## src/logic/spram_bridge_settings.svh

```systemverilog
////////////////////////////////////////
// SPRAM bridge build settings
// Data path, byte address and RAM depth
// shared by the package and the RTL
////////////////////////////////////////

`ifndef SPRAM_BRIDGE_SETTINGS_SVH
`define SPRAM_BRIDGE_SETTINGS_SVH

////////////////////////////////////////
// Widths
////////////////////////////////////////

// Data path, one 64-bit word per beat
`define SB_XLEN 64

// Byte address width on the core side
`define SB_PLEN 32

// RAM depth in words, power of two
`define SB_RAM_WORDS 256

`endif

```

## src/logic/biu_bridge_pkg.sv

```systemverilog
////////////////////////////////////////
// BIU bridge types
// Burst and size codes plus the packed
// payloads that move between stages
////////////////////////////////////////

`include "spram_bridge_settings.svh"

package biu_bridge_pkg;

  // Burst codes in AHB order
  typedef enum logic [2:0] {
    BURST_SINGLE = 3'd0,
    BURST_INCR   = 3'd1,
    BURST_WRAP4  = 3'd2,
    BURST_INCR4  = 3'd3,
    BURST_WRAP8  = 3'd4,
    BURST_INCR8  = 3'd5,
    BURST_WRAP16 = 3'd6,
    BURST_INCR16 = 3'd7
  } biu_burst_e;

  // Transfer size, codes 4..7 illegal on a 64-bit path
  typedef enum logic [2:0] {
    SIZE_BYTE  = 3'd0,
    SIZE_HALF  = 3'd1,
    SIZE_WORD  = 3'd2,
    SIZE_DWORD = 3'd3
  } biu_size_e;

  ////////////////////////////////////////
  // Channel payloads
  ////////////////////////////////////////

  // Request from the core
  typedef struct packed {
    logic [`SB_PLEN-1:0] addr;
    biu_size_e           size;
    biu_burst_e          burst;
    logic                we;
  } biu_req_t;

  // One word of write data
  typedef struct packed {
    logic [`SB_XLEN-1:0] data;
  } biu_wdata_t;

  // Decoded command, wrap_mask keeps the bits above the wrap block
  typedef struct packed {
    biu_req_t            req;
    logic [3:0]          beats_m1;
    logic [`SB_PLEN-1:0] wrap_mask;
    logic                err;
  } biu_cmd_t;

  // One RAM beat
  typedef struct packed {
    logic [`SB_PLEN-1:0]   addr;
    logic                  we;
    logic [`SB_XLEN/8-1:0] be;
    logic [`SB_XLEN-1:0]   wdata;
    logic                  err;
    logic                  last;
  } biu_beat_t;

  // One response per beat
  typedef struct packed {
    logic [`SB_PLEN-1:0] addr;
    logic [`SB_XLEN-1:0] rdata;
    logic                we;
    logic                err;
    logic                last;
  } biu_rsp_t;

endpackage

```

## src/logic/spram_access_stage.sv

```systemverilog
////////////////////////////////////////
// SPRAM access stage
// Third stage: drives the RAM per beat
// and pairs read data with beat info
////////////////////////////////////////

`timescale 1ns/1ps
`include "spram_bridge_settings.svh"

module spram_access_stage #(
  parameter int AW = $clog2(`SB_RAM_WORDS)
) (
  input  logic                      clk,
  input  logic                      rst,

  // Beats in
  input  logic                      beat_valid_i,
  output logic                      beat_ready_o,
  input  biu_bridge_pkg::biu_beat_t beat_i,

  // RAM port
  output logic                      ram_en_o,
  output logic                      ram_we_o,
  output logic [`SB_XLEN/8-1:0]     ram_be_o,
  output logic [AW-1:0]             ram_addr_o,
  output logic [`SB_XLEN-1:0]       ram_wdata_o,
  input  logic [`SB_XLEN-1:0]       ram_rdata_i,

  // Responses out
  output logic                      rsp_valid_o,
  input  logic                      rsp_ready_i,
  output biu_bridge_pkg::biu_rsp_t  rsp_o
);

  logic                accept;
  logic [`SB_PLEN-1:0] addr_q;
  logic                we_q;
  logic                err_q;
  logic                last_q;

  // Slot free or draining; a held slot keeps RAM idle so rdata stays put
  assign beat_ready_o = ~rsp_valid_o | rsp_ready_i;
  assign accept       = beat_valid_i & beat_ready_o;

  ////////////////////////////////////////
  // RAM drive
  ////////////////////////////////////////

  assign ram_en_o    = accept & ~beat_i.err;
  assign ram_we_o    = beat_i.we;
  assign ram_be_o    = beat_i.be;
  // Word index, wraps at RAM depth
  assign ram_addr_o  = beat_i.addr[AW+2:3];
  assign ram_wdata_o = beat_i.wdata;

  ////////////////////////////////////////
  // Response slot
  ////////////////////////////////////////

  always_ff @(posedge clk or negedge rst) begin
    if (!rst) begin
      rsp_valid_o <= 1'b0;
    end else if (accept) begin
      rsp_valid_o <= 1'b1;
    end else if (rsp_ready_i) begin
      rsp_valid_o <= 1'b0;
    end
  end

  always_ff @(posedge clk) begin
    if (accept) begin
      addr_q <= beat_i.addr;
      we_q   <= beat_i.we;
      err_q  <= beat_i.err;
      last_q <= beat_i.last;
    end
  end

  // Read data only for good reads
  always_comb begin
    rsp_o       = '0;
    rsp_o.addr  = addr_q;
    rsp_o.rdata = (we_q | err_q) ? '0 : ram_rdata_i;
    rsp_o.we    = we_q;
    rsp_o.err   = err_q;
    rsp_o.last  = last_q;
  end

  // Error beat arrives with no byte lanes and never reaches the RAM
  a_err_no_ram : assert property (@(posedge clk) disable iff (!rst)
    beat_valid_i && beat_i.err |-> !ram_en_o && beat_i.be == '0);

endmodule

```

## config.mk

```make
export PLATFORM = sky130hd
export DESIGN_NAME = spram_access_stage
export DESIGN_NICKNAME = d
export VERILOG_FILES = /design/src/logic/biu_bridge_pkg.sv /design/src/logic/spram_access_stage.sv
export VERILOG_INCLUDE_DIRS = /design/src /design/src/logic
export SDC_FILE = /design/constraint.sdc
export NUM_CORES = 1
export LEC_CHECK = 0
export ABC_AREA = 1
export BUFFER_PORTS_ARGS = -buffer_cell sky130_fd_sc_hd__buf_2
export CAP_MARGIN = 10
export CORE_AREA = 2 2 139 141
export DETAILED_ROUTE_END_ITERATION = 7
export DIE_AREA = 0 0 141 143
export HOLD_SLACK_MARGIN = 0.06
export PLACE_DENSITY = 0.49
export SLEW_MARGIN = 20
export SYNTH_ARGS = -nofsm -noshare
export SYNTH_HDL_FRONTEND = slang
export SYNTH_SLANG_ARGS = --single-unit
```

## constraint.sdc

```tcl
create_clock -name clk -period 1.88 [get_ports clk]
set_clock_uncertainty 0.1 [all_clocks]
set_input_delay 0.376 -clock clk [delete_from_list [all_inputs] [get_ports clk]]
set_output_delay 0.376 -clock clk [all_outputs]
set_load 0.01 [all_outputs]
```

Word-level counts from Yosys, hierarchy flattened

Index checks and enable logic that the tools add are counted.

Mux-type cells: 3
Bitwise logic cells: 6
Reductions and logical operators: 1

Operators with widths:

| kind              | number |
|---|---|
| $mux 64           | 1 |
| $and 1x1->1       | 2 |
| $mux 1            | 2 |
| $not 1->1         | 2 |
| $or 1x1->1        | 2 |
| $reduce_bool 2->1 | 1 |

Input port bits: 175
Logic and storage cells: 15
Register bits after elaboration: 36

Depth between registers and ports, before layout

Gate-level depths: netlist of run 1.

Depth in word-level cells: 4
Gate-level depth with buffers: 4
Depth with buffers taken out: 4

Worst setup path before layout of run 1

Ideal clock, no wire load.

Path type: reg-to-reg
Start: register rsp_valid_o
End: register addr_q[0], enable pin
Cell stages (with the launch flop): 4
Library setup time: 0.390 ns
Slack: 0.041 ns
Clock period less this slack: 1.839 ns
Arrival time: 1.350 ns
Data required time: 1.390 ns
Path through: dfrtp_1 -> nand2_1 -> nand2_1 -> inv_1

Word-level cells in the longest chain between the ends: 3

RTL lines:

| item                   | RTL line                 | text |
|---|---|---|
| start, declared        | spram_access_stage.sv:30 | `output logic rsp_valid_o,` |
| start signal, assigned | spram_access_stage.sv:62 | `rsp_valid_o <= 1'b0;` |
| start signal, assigned | spram_access_stage.sv:64 | `rsp_valid_o <= 1'b1;` |
| start signal, assigned | spram_access_stage.sv:66 | `rsp_valid_o <= 1'b0;` |
| $not 1->1              | spram_access_stage.sv:42 | `assign beat_ready_o = ~rsp_valid_o \| rsp_ready_i;` |
| $or 1x1->1             | spram_access_stage.sv:42 |  |
| via beat_ready_o       | spram_access_stage.sv:18 | `output logic beat_ready_o,` |
| $and 1x1->1            | spram_access_stage.sv:43 | `assign accept = beat_valid_i & beat_ready_o;` |
| via accept             | spram_access_stage.sv:35 | `logic accept;` |
| end signal, assigned   | spram_access_stage.sv:72 | `addr_q <= beat_i.addr;` |
| end, declared          | spram_access_stage.sv:36 | `` logic [`SB_PLEN-1:0] addr_q; `` |

The timed path passes the listed nets, and every way through them passes these cells.
A chain may end at the register's enable or synchronous reset.

==> results of run 1 <==
-- kinds of logic (layout without fill, tap and decap cells) --
| kind of cell | Yosys count | after routing | share of synthesized area |
|---|---|---|---|
| other | 0 | 1 | 0 |
| AND/OR/NAND/NOR | 69 | 70 | 0.254 |
| flip-flops | 36 | 36 | 0.385 |
| buffers and inverters | 157 | 303 | 0.361 |
-- placed cells by master (no fill, tap or decap), drive strengths merged --
cell type / n
clkbuf: 7
dfrtp: 1
edfxtp: 35
diode: 1
bufinv: 1
nand2: 3
inv: 66
nor2: 65
clkinvlp: 1
clkinv: 1
or2: 2
buf: 226
dlygate4sd3: 1
-- report_power, final --
| group | leakage [nW] | switching [mW] | internal [mW] |
|---|---|---|---|
| Combinational | 1.63 | 0.329 | 0.317 |
| Clock | 0.0798 | 0.324 | 0.622 |
| Sequential | 0.346 | 0.0133 | 0.942 |
-- final timing paths --
check | start | endpoint | slack [ns] | cells after the start
max | we_q | rsp_o[60] | -0.07 | 4
min | beat_i[76] | addr_q[1] | 0.17 | 1
min reg2reg | rsp_valid_o | rsp_valid_o | 0.48 | 2
max reg2reg | rsp_valid_o | addr_q[29] | 0.41 | 4
min in group asynchronous | rst | rsp_valid_o | 0.30 | 2
max in group asynchronous | rst | rsp_valid_o | 1.29 | 2
-- synthesized netlist by cell type --
library cell / count / area, sq um
buf_12: 6 / 120
buf_4: 84 / 631
buf_6: 1 / 11.3
dfrtp_1: 1 / 25.0
edfxtp_1: 35 / 1050
inv_1: 66 / 248
nand2_1: 3 / 11.3
nor2_1: 5 / 18.8
nor2_4: 60 / 676
or2_1: 1 / 6.26
-- registers in the layout, summed over array words and instances (netlist names) --
signal       count
we_q             1
err_q            1
addr_q          32
last_q           1
rsp_valid_o      1
-- worst max-delay path, stage by stage, from the launching register on --
cell and delay (ns):
edfxtp_1 0.40, or2_4 0.37, buf_12 0.21, nor2_4 0.09, buf_6 0.11
-- stage by stage --
| stage | setup WS (ns) | hold WS [ns] | setup TNS, ns | util |
|---|---|---|---|---|
| finish | -0.0686 | 0.167 | -2.86 | 0.225 |
| global route | -0.143 | 0.152 | -7.20 | 0.225 |
| CTS | -0.101 | 0.157 | -4.64 | 0.218 |
| detailed placement | 0.168 | 0.0532 | 0 | 0.189 |
| global placement | 0.185 | 0.0510 | 0 | 0.189 |
| floorplan | 0.0408 | -0.0196 | 0 | - |
-- final cells by class --
type,count,area (sq um)
inverter,66,248
antenna,1,2.50
clock buffer,5,125
multi-input combinational,70,743
clock inverter,3,42.5
tap,234,293
timing repair buffer,229,1650
sequential,36,1080
fill,1969,14400
-- per-layer routing --
layer	up-vias	wire, um	track usage
met5	-	50	0.0125
met4	4	68	0.0221
met3	10	1540	0.0630
met2	244	3640	0.109
met1	874	2730	0.0739
li1	963	-	-
-- repair_timing --
action / in CTS / in global routing
cloned: 3 / 2
endpoints found under the hold margin: 1 / 0
setup buffers: 5 / 0
setup endpoints to repair: 58 / 64
gates resized for setup: 44 / 15
hold buffers: 1 / 0
pin swaps: 2 / 1
==> impl_metrics.csv, run 1 <==
group,metric,value,unit
timing,layout_setup_ws,-0.0686,ns
place,hpwl,6040,um
cts,clkTransAtPathRegs,0.06,ns
floorplanning,core.rowCount,50,
cts,cts_tree,"yes",
cts,insertion_delay,0.28,ns
timing,min_period_over_period,1.04,
floorplanning,initial_core_util,0.151,
yosys,syn_nets,437,
floorplanning,coreArea,0.0186,sq mm
min_path,min_path_type,"in2reg",
place,port_buffers,213,
timing,slew-limit-headroom,0.783,
timing,rsz0062_at_grt,"yes",
cts,clockRootBuffer,"clkbuf_16",
setup_path,critPathCaptureType,"output port",
yosys,syn_inst,262,
flow_run,drv_cap,0,
yosys,ys_warn_count,0,
cts,cts_sinks,36,
global_route,grt_max_degree,34,
timing,maxSlewViolCount,0,
yosys,avgSynthCellArea,10.7,sq um
global_route,track_usage,0.0725,
global_route,grt_overflow,0,
power_and_ir_drop,power_density,610,mW/mm^2
drt,firstDrtPassIters,4,
floorplanning,dieArea,0.0202,sq mm
finish,syn2layout_area_growth,49.3,%
setup_path,crit_fanout,12,
timing,tightest_slew,0.325,ns
setup_path,crit_required,1.40,ns
place,place_inst,624,
setup_path,path_class,"reg2out",
drt,detail-route-antenna-nets,0,
power_and_ir_drop,ir_worst_vdd,0.519,mV
finish,final_nets,583,
power_and_ir_drop,p_leak,2.06,nW
place,placed_cell_area,0.00350,sq mm
finish,finalNonFillerCells,644,
floorplanning,die_h,143,um
finish,fin_area,0.00418,sq mm
cts,clk_path_buf_depth,2,
global_route,grt_pass1_vias,2098,
floorplanning,die_w,141,um
drt,vias,2095,
drt,drtIter0Drc,64,
timing,report.final.hold_viol_count,0,
timing,max_freq,0.513,GHz
global_route,grt_pass1_wl,11200,um
setup_path,cp.arrival,1.47,ns
run_status,violations,"negative setup slack",
cts,numCtsBuffers,5,
place,gp_congestion,0.693,
finish,drive_gt1_frac,0.738,
cts,cts_max_level,2,
yosys,ys_seq_area_frac,0.385,
drt,routedWlPerCell,12.5,um
drt,post_drt_via_cell_ratio,3.25,
timing,period_needed,1.95,ns
run_status,status,"complete, but fails checks",
power_and_ir_drop,total_power,2.55,mW
floorplanning,ios,358,
global_route,antenna_found_initial,2,
drt,routed_wl,8030,um
yosys,ys_ff_latch,36,
setup_path,worst_setup_path_start_kind,"flip-flop",
yosys,ys_types,10,
drt,route.detailed.drc,0,
yosys,syn_area,0.00280,sq mm
timing,setup_violations,64,
Note: power is estimated with default switching activity, not from simulation.
==> run 2, diff against run 1 <==
--- a/config.mk
+++ b/config.mk
@@ -9,11 +9,13 @@
 export ABC_AREA = 1
 export BUFFER_PORTS_ARGS = -buffer_cell sky130_fd_sc_hd__buf_2
 export CAP_MARGIN = 10
-export CORE_AREA = 2 2 139 141
+export CELL_PAD_IN_SITES_DETAIL_PLACEMENT = 1
+export CELL_PAD_IN_SITES_GLOBAL_PLACEMENT = 1
+export CORE_AREA = 2 2 137 139
 export DETAILED_ROUTE_END_ITERATION = 7
-export DIE_AREA = 0 0 141 143
+export DIE_AREA = 0 0 139 141
 export HOLD_SLACK_MARGIN = 0.06
-export PLACE_DENSITY = 0.49
+export PLACE_DENSITY = 0.69
 export SLEW_MARGIN = 20
 export SYNTH_ARGS = -nofsm -noshare
 export SYNTH_HDL_FRONTEND = slang
==> run 2 against run 1 <==
The run still ends with negative setup slack left. Global-route usage grew 0.40 points. Critical path depth is the same. Total power shrank 8.9%. Largest cell class unchanged. Non-clock buffer count shrank 6. Combinational power shrank 17%.
==> impl_metrics.csv, run 2 (same netlist as run 1, synthesis figures left out) <==
group,metric,value,unit
drt,routed_wl,8230,um
cts,clk_path_buf_depth,2,
floorplanning,core.rowCount,50,
place,dp_slack,0.146,ns
floorplanning,die_h,141,um
place,hpwl,7040,um
setup_path,path_buf_inv,2,
cts,clkTransAtPathRegs,0.06,ns
place,gp_congestion,0.677,
place,port_buffers,213,
global_route,grt_pass1_wl,11600,um
power_and_ir_drop,power_density,635,mW/mm^2
drt,route.detailed.drc,0,
finish,regMostFlops,"addr_q",
timing,period_needed,1.94,ns
floorplanning,dieArea,0.0196,sq mm
cts,numCtsBuffers,5,
floorplanning,coreArea,0.0183,sq mm
setup_path,critPathCaptureType,"output port",
setup_path,crit_family,"flip-flops",
finish,syn2layout_area_growth,30.6,%
cts,cts_sinks,36,
setup_path,reg2regPathDepth,4,
global_route,track_usage,0.0766,
power_and_ir_drop,ir_worst_vdd,0.517,mV
drt,routedWlPerCell,12.9,um
timing,maxSlewViolCount,0,
drt,post_drt_via_cell_ratio,3.21,
timing,max_freq,0.515,GHz
global_route,grt_max_degree,31,
global_route,grt_overflow,0,
finish,largest_reg_flops,32,
cts,clockRootBuffer,"clkbuf_16",
global_route,grt_pass1_vias,2030,
drt,drtIter0Drc,32,
run_status,status,"complete, but fails checks",
timing,min_period_over_period,1.03,
power_and_ir_drop,total_power,2.32,mW
timing,slew-limit-headroom,0.807,
place,place_inst,624,
floorplanning,die_w,139,um
setup_path,cp.arrival,1.47,ns
finish,drive_gt1_frac,0.721,
power_and_ir_drop,p_leak,1.92,nW
setup_path,path_cells,"or2_4, buf_12, nor2_4, buf_2",
cts,cts_max_level,2,
floorplanning,ios,358,
cts,insertion_delay,0.28,ns
setup_path,crit_required,1.40,ns
timing,layout_setup_ws,-0.0629,ns
finish,fin_area,0.00365,sq mm
flow_run,drv_cap,0,
timing,rsz0062_at_grt,"yes",
global_route,antenna_found_initial,0,
timing,tightest_slew,0.290,ns
finish,final_cell_mix,"213 x buf_2, 66 x inv_1, 60 x nor2_4, 35 x edfxtp_1, 6 x buf_4",
drt,firstDrtPassIters,4,
setup_path,cpMaxStageDelayCell,"edfxtp_1",
min_path,worstHoldPathCells,1,
setup_path,slowest_delay,0.41,ns
finish,n_antenna_cell,0,
finish,final_nets,576,
setup_path,worst_setup_path_start_kind,"flip-flop",
finish,final_common_cell,"buf_2",
floorplanning,initial_core_util,0.153,
setup_path,path_class,"reg2out",
drt,detail-route-antenna-nets,0,
timing,setup_violations,56,
drt,vias,2044,
cts,cts_resized,0,
cts,cts_tree,"yes",
min_path,min_path_type,"in2reg",
run_status,violations,"negative setup slack",
setup_path,crit_cells,4,
timing,report.final.hold_viol_count,0,
place,placed_cell_area,0.00348,sq mm
finish,fillers,2197,
setup_path,crit_fanout,24,
finish,finalNonFillerCells,636,
[run 2: layout make-up]
type	count	area (sq um)	share of cell area
clock buffer	5	125	0.0342
clock inverter	3	17.5	0.00479
inverter	66	248	0.0678
multi-input combinational	69	714	0.195
sequential	36	1080	0.294
tap	234	293	0.0801
timing repair buffer	223	1180	0.323
[run 2: what timing repair did]
action                                  CTS  global route
endpoints found under the setup margin   61            64
buffers inserted                          2             1
pin swaps                                 1             0
hold buffers                              1             0
endpoints found under the hold margin     1             0
[run 2: stage by stage]
| stage | TNS (ns) | utilization | hold WS (ns) |
|---|---|---|---|
| detailed placement | 0 | 0.190 | 0.0525 |
| floorplan | 0 | - | -0.0196 |
| global placement | 0 | 0.190 | 0.0508 |
| finish | -2.00 | 0.200 | 0.167 |
| global route | -6.46 | 0.200 | 0.157 |
| CTS | -5.06 | 0.200 | 0.157 |
[run 2: where the power goes]
group | total, mW | leakage, nW | internal (mW) | switching [mW]
Clock | 0.832 | 0.0716 | 0.489 | 0.343
Combinational | 0.534 | 1.50 | 0.230 | 0.305
Sequential | 0.956 | 0.346 | 0.942 | 0.0140
[run 2: final timing paths]
path	start	slack [ns]	endpoint
worst min-delay path	beat_i[92]	0.17	addr_q[17]
max in group asynchronous	rst	1.31	rsp_valid_o
min in group asynchronous	rst	0.29	rsp_valid_o
worst min register to register	rsp_valid_o	0.43	rsp_valid_o
worst max-delay path	err_q	-0.06	rsp_o[47]
worst max register to register	rsp_valid_o	0.56	addr_q[12]
[run 2: layer usage]
layer  vias up  share of wire  track usage  wire length, um
met3         7           0.18       0.0700             1520
met4         2         0.0062       0.0144               51
met1       890           0.37       0.0874             3090
li1        942              -            -                -
met2       203           0.43        0.105             3540
met5         -         0.0044       0.0150               36
[run 2: worst register-to-register path: cells and delay by family, from the launching register on]
kind | cells | cell delay [ns]
buf+inv | 2 | 0.34
flops | 1 | 0.38
simple gates | 2 | 0.19
==> run 3, diff against run 2 <==
--- a/config.mk
+++ b/config.mk
@@ -16,6 +16,7 @@
 export DIE_AREA = 0 0 139 141
 export HOLD_SLACK_MARGIN = 0.06
 export PLACE_DENSITY = 0.69
+export REMOVE_ABC_BUFFERS = 1
 export SLEW_MARGIN = 20
 export SYNTH_ARGS = -nofsm -noshare
 export SYNTH_HDL_FRONTEND = slang
==> run 3 against run 2 <==
Critical path depth rose by 1. Via count rose by 12%. Cell area rose by 12%. Critical endpoint is now rsp_o[48]. Count of clock-buffer cells in the layout rose by 1. The run still ends with negative setup slack left. Global-route usage rose by 6.7 points.
==> impl_metrics.csv, run 3 (same netlist as run 1, synthesis figures left out) <==
group,metric,value,unit
global_route,grt_pass1_vias,2414,
setup_path,crit_required,1.40,ns
global_route,track_usage,0.144,
timing,period_needed,1.94,ns
cts,cts_max_level,2,
drt,drtIter0Drc,51,
setup_path,critPathCaptureType,"output port",
timing,tightest_slew,0.235,ns
finish,finalNonFillerCells,639,
timing,whs,0.170,ns
timing,max_freq,0.515,GHz
finish,regMostFlops,"addr_q",
floorplanning,ios,358,
power_and_ir_drop,p_leak,2.01,nW
cts,numCtsBuffers,5,
cts,clkTransAtPathRegs,0.05,ns
place,place_inst,624,
place,hpwl,11900,um
drt,vias,2290,
finish,fin_area,0.00408,sq mm
place,port_buffers,213,
drt,route.detailed.drc,0,
cts,cts_tree,"yes",
power_and_ir_drop,ir_worst_vdd,0.871,mV
finish,drive_gt1_frac,0.733,
finish,largest_reg_flops,32,
timing,layout_setup_ws,-0.0601,ns
timing,maxSlewViolCount,0,
timing,report.final.hold_viol_count,0,
global_route,antenna_found_initial,0,
global_route,grt_overflow,0,
setup_path,path_class,"reg2out",
place,placed_cell_area,0.00349,sq mm
finish,syn2layout_area_growth,45.9,%
power_and_ir_drop,total_power,2.36,mW
finish,final_nets,580,
run_status,status,"complete, but fails checks",
cts,insertion_delay,0.28,ns
drt,detail-route-antenna-nets,0,
global_route,grt_pass1_wl,19300,um
drt,routedWlPerCell,22.9,um
flow_run,drv_cap,0,
drt,routed_wl,14600,um
place,gp_congestion,0.711,
floorplanning,initial_core_util,0.153,
finish,final_cell_mix,"160 x buf_2, 66 x inv_1, 60 x nor2_4, 57 x buf_6, 35 x edfxtp_1",
floorplanning,dieArea,0.0196,sq mm
floorplanning,die_w,139,um
cts,clk_path_buf_depth,2,
finish,final_common_cell,"buf_2",
drt,firstDrtPassIters,3,
setup_path,worst_setup_path_start_kind,"flip-flop",
timing,slew-limit-headroom,0.844,
timing,min_period_over_period,1.03,
drt,post_drt_via_cell_ratio,3.58,
run_status,violations,"negative setup slack",
finish,n_antenna_cell,0,
cts,clockRootBuffer,"clkbuf_16",
timing,rsz0062_at_grt,"yes",
power_and_ir_drop,power_density,579,mW/mm^2
setup_path,crit_fanout,4,
floorplanning,coreArea,0.0183,sq mm
place,dp_slack,0.154,ns
floorplanning,die_h,141,um
min_path,min_path_type,"in2reg",
cts,cts_sinks,36,
global_route,grt_max_degree,34,
floorplanning,core.rowCount,50,
setup_path,cp.arrival,1.46,ns
timing,setup_violations,46,
## run 3: cell types whose count changed in the layout (fill, tap and decap cells not counted)
cell and delta:
inv_6 -1, buf_8 +1, buf_16 +2, nor2_2 +4, clkbuf_1 +1, buf_2 -53, clkinv_1 -1, buf_6 +57
buf_4 -4, nor2_1 -4, or2_4 +1
## run 3: final timing paths
check / from / end / slack (ns) / depth (start not counted)
worst max-delay path: err_q / rsp_o[48] / -0.06 / 5
worst min-delay path: beat_i[105] / addr_q[30] / 0.17 / 1
worst max register to register: rsp_valid_o / addr_q[23] / 0.50 / 4
worst min register to register: rsp_valid_o / rsp_valid_o / 0.47 / 2
max in group asynchronous: rst / rsp_valid_o / 1.29 / 2
min in group asynchronous: rst / rsp_valid_o / 0.30 / 2
## run 3: power breakdown
part	internal [mW]	leakage, nW	total [mW]	switching, mW
Sequential	0.943	0.346	0.959	0.0155
Clock	0.480	0.0667	0.763	0.283
Combinational	0.304	1.60	0.639	0.335
Total	1.73	2.01	2.36	0.634
## run 3: what timing repair did
item	4_1_cts	5_1_grt
gates cloned	2	0
hold buffers	1	0
gates resized for setup	59	10
setup endpoints to repair	58	64
setup buffers	5	0
pin swaps	2	0
hold endpoints to repair	1	0
## run 3: critical path, stage by stage, from the launching register on
cell      delay, ns
edfxtp_1       0.39
buf_6          0.14
or2_4          0.28
buf_4          0.15
nor2_4         0.11
buf_6          0.11
## run 3: through the flow
step | setup TNS (ns) | util
2_1_floorplan | -162.99 | -
3_3_place_gp | 0 | 0.191
3_5_place_dp | 0 | 0.191
4_1_cts | -2.43 | 0.221
5_1_grt | -5.71 | 0.223
6_report | -0.674 | 0.223
## run 3: routing by layer
| metal | up-vias | track usage | wire length, um |
|---|---|---|---|
| li1 | 953 | - | - |
| met1 | 986 | 0.136 | 4800 |
| met2 | 329 | 0.191 | 5720 |
| met3 | 16 | 0.169 | 3720 |
| met4 | 6 | 0.0372 | 176 |
| met5 | - | 0.0927 | 201 |
## run 3: area by class of cell
type | instances | area, sq um
clock buffers | 6 | 129
multi-input cells | 70 | 733
well taps | 234 | 293
fillers | 2138 | 14200
inverters | 66 | 248
flip-flops and latches | 36 | 1080
clock inverters | 1 | 5.00
repair buffers | 226 | 1600
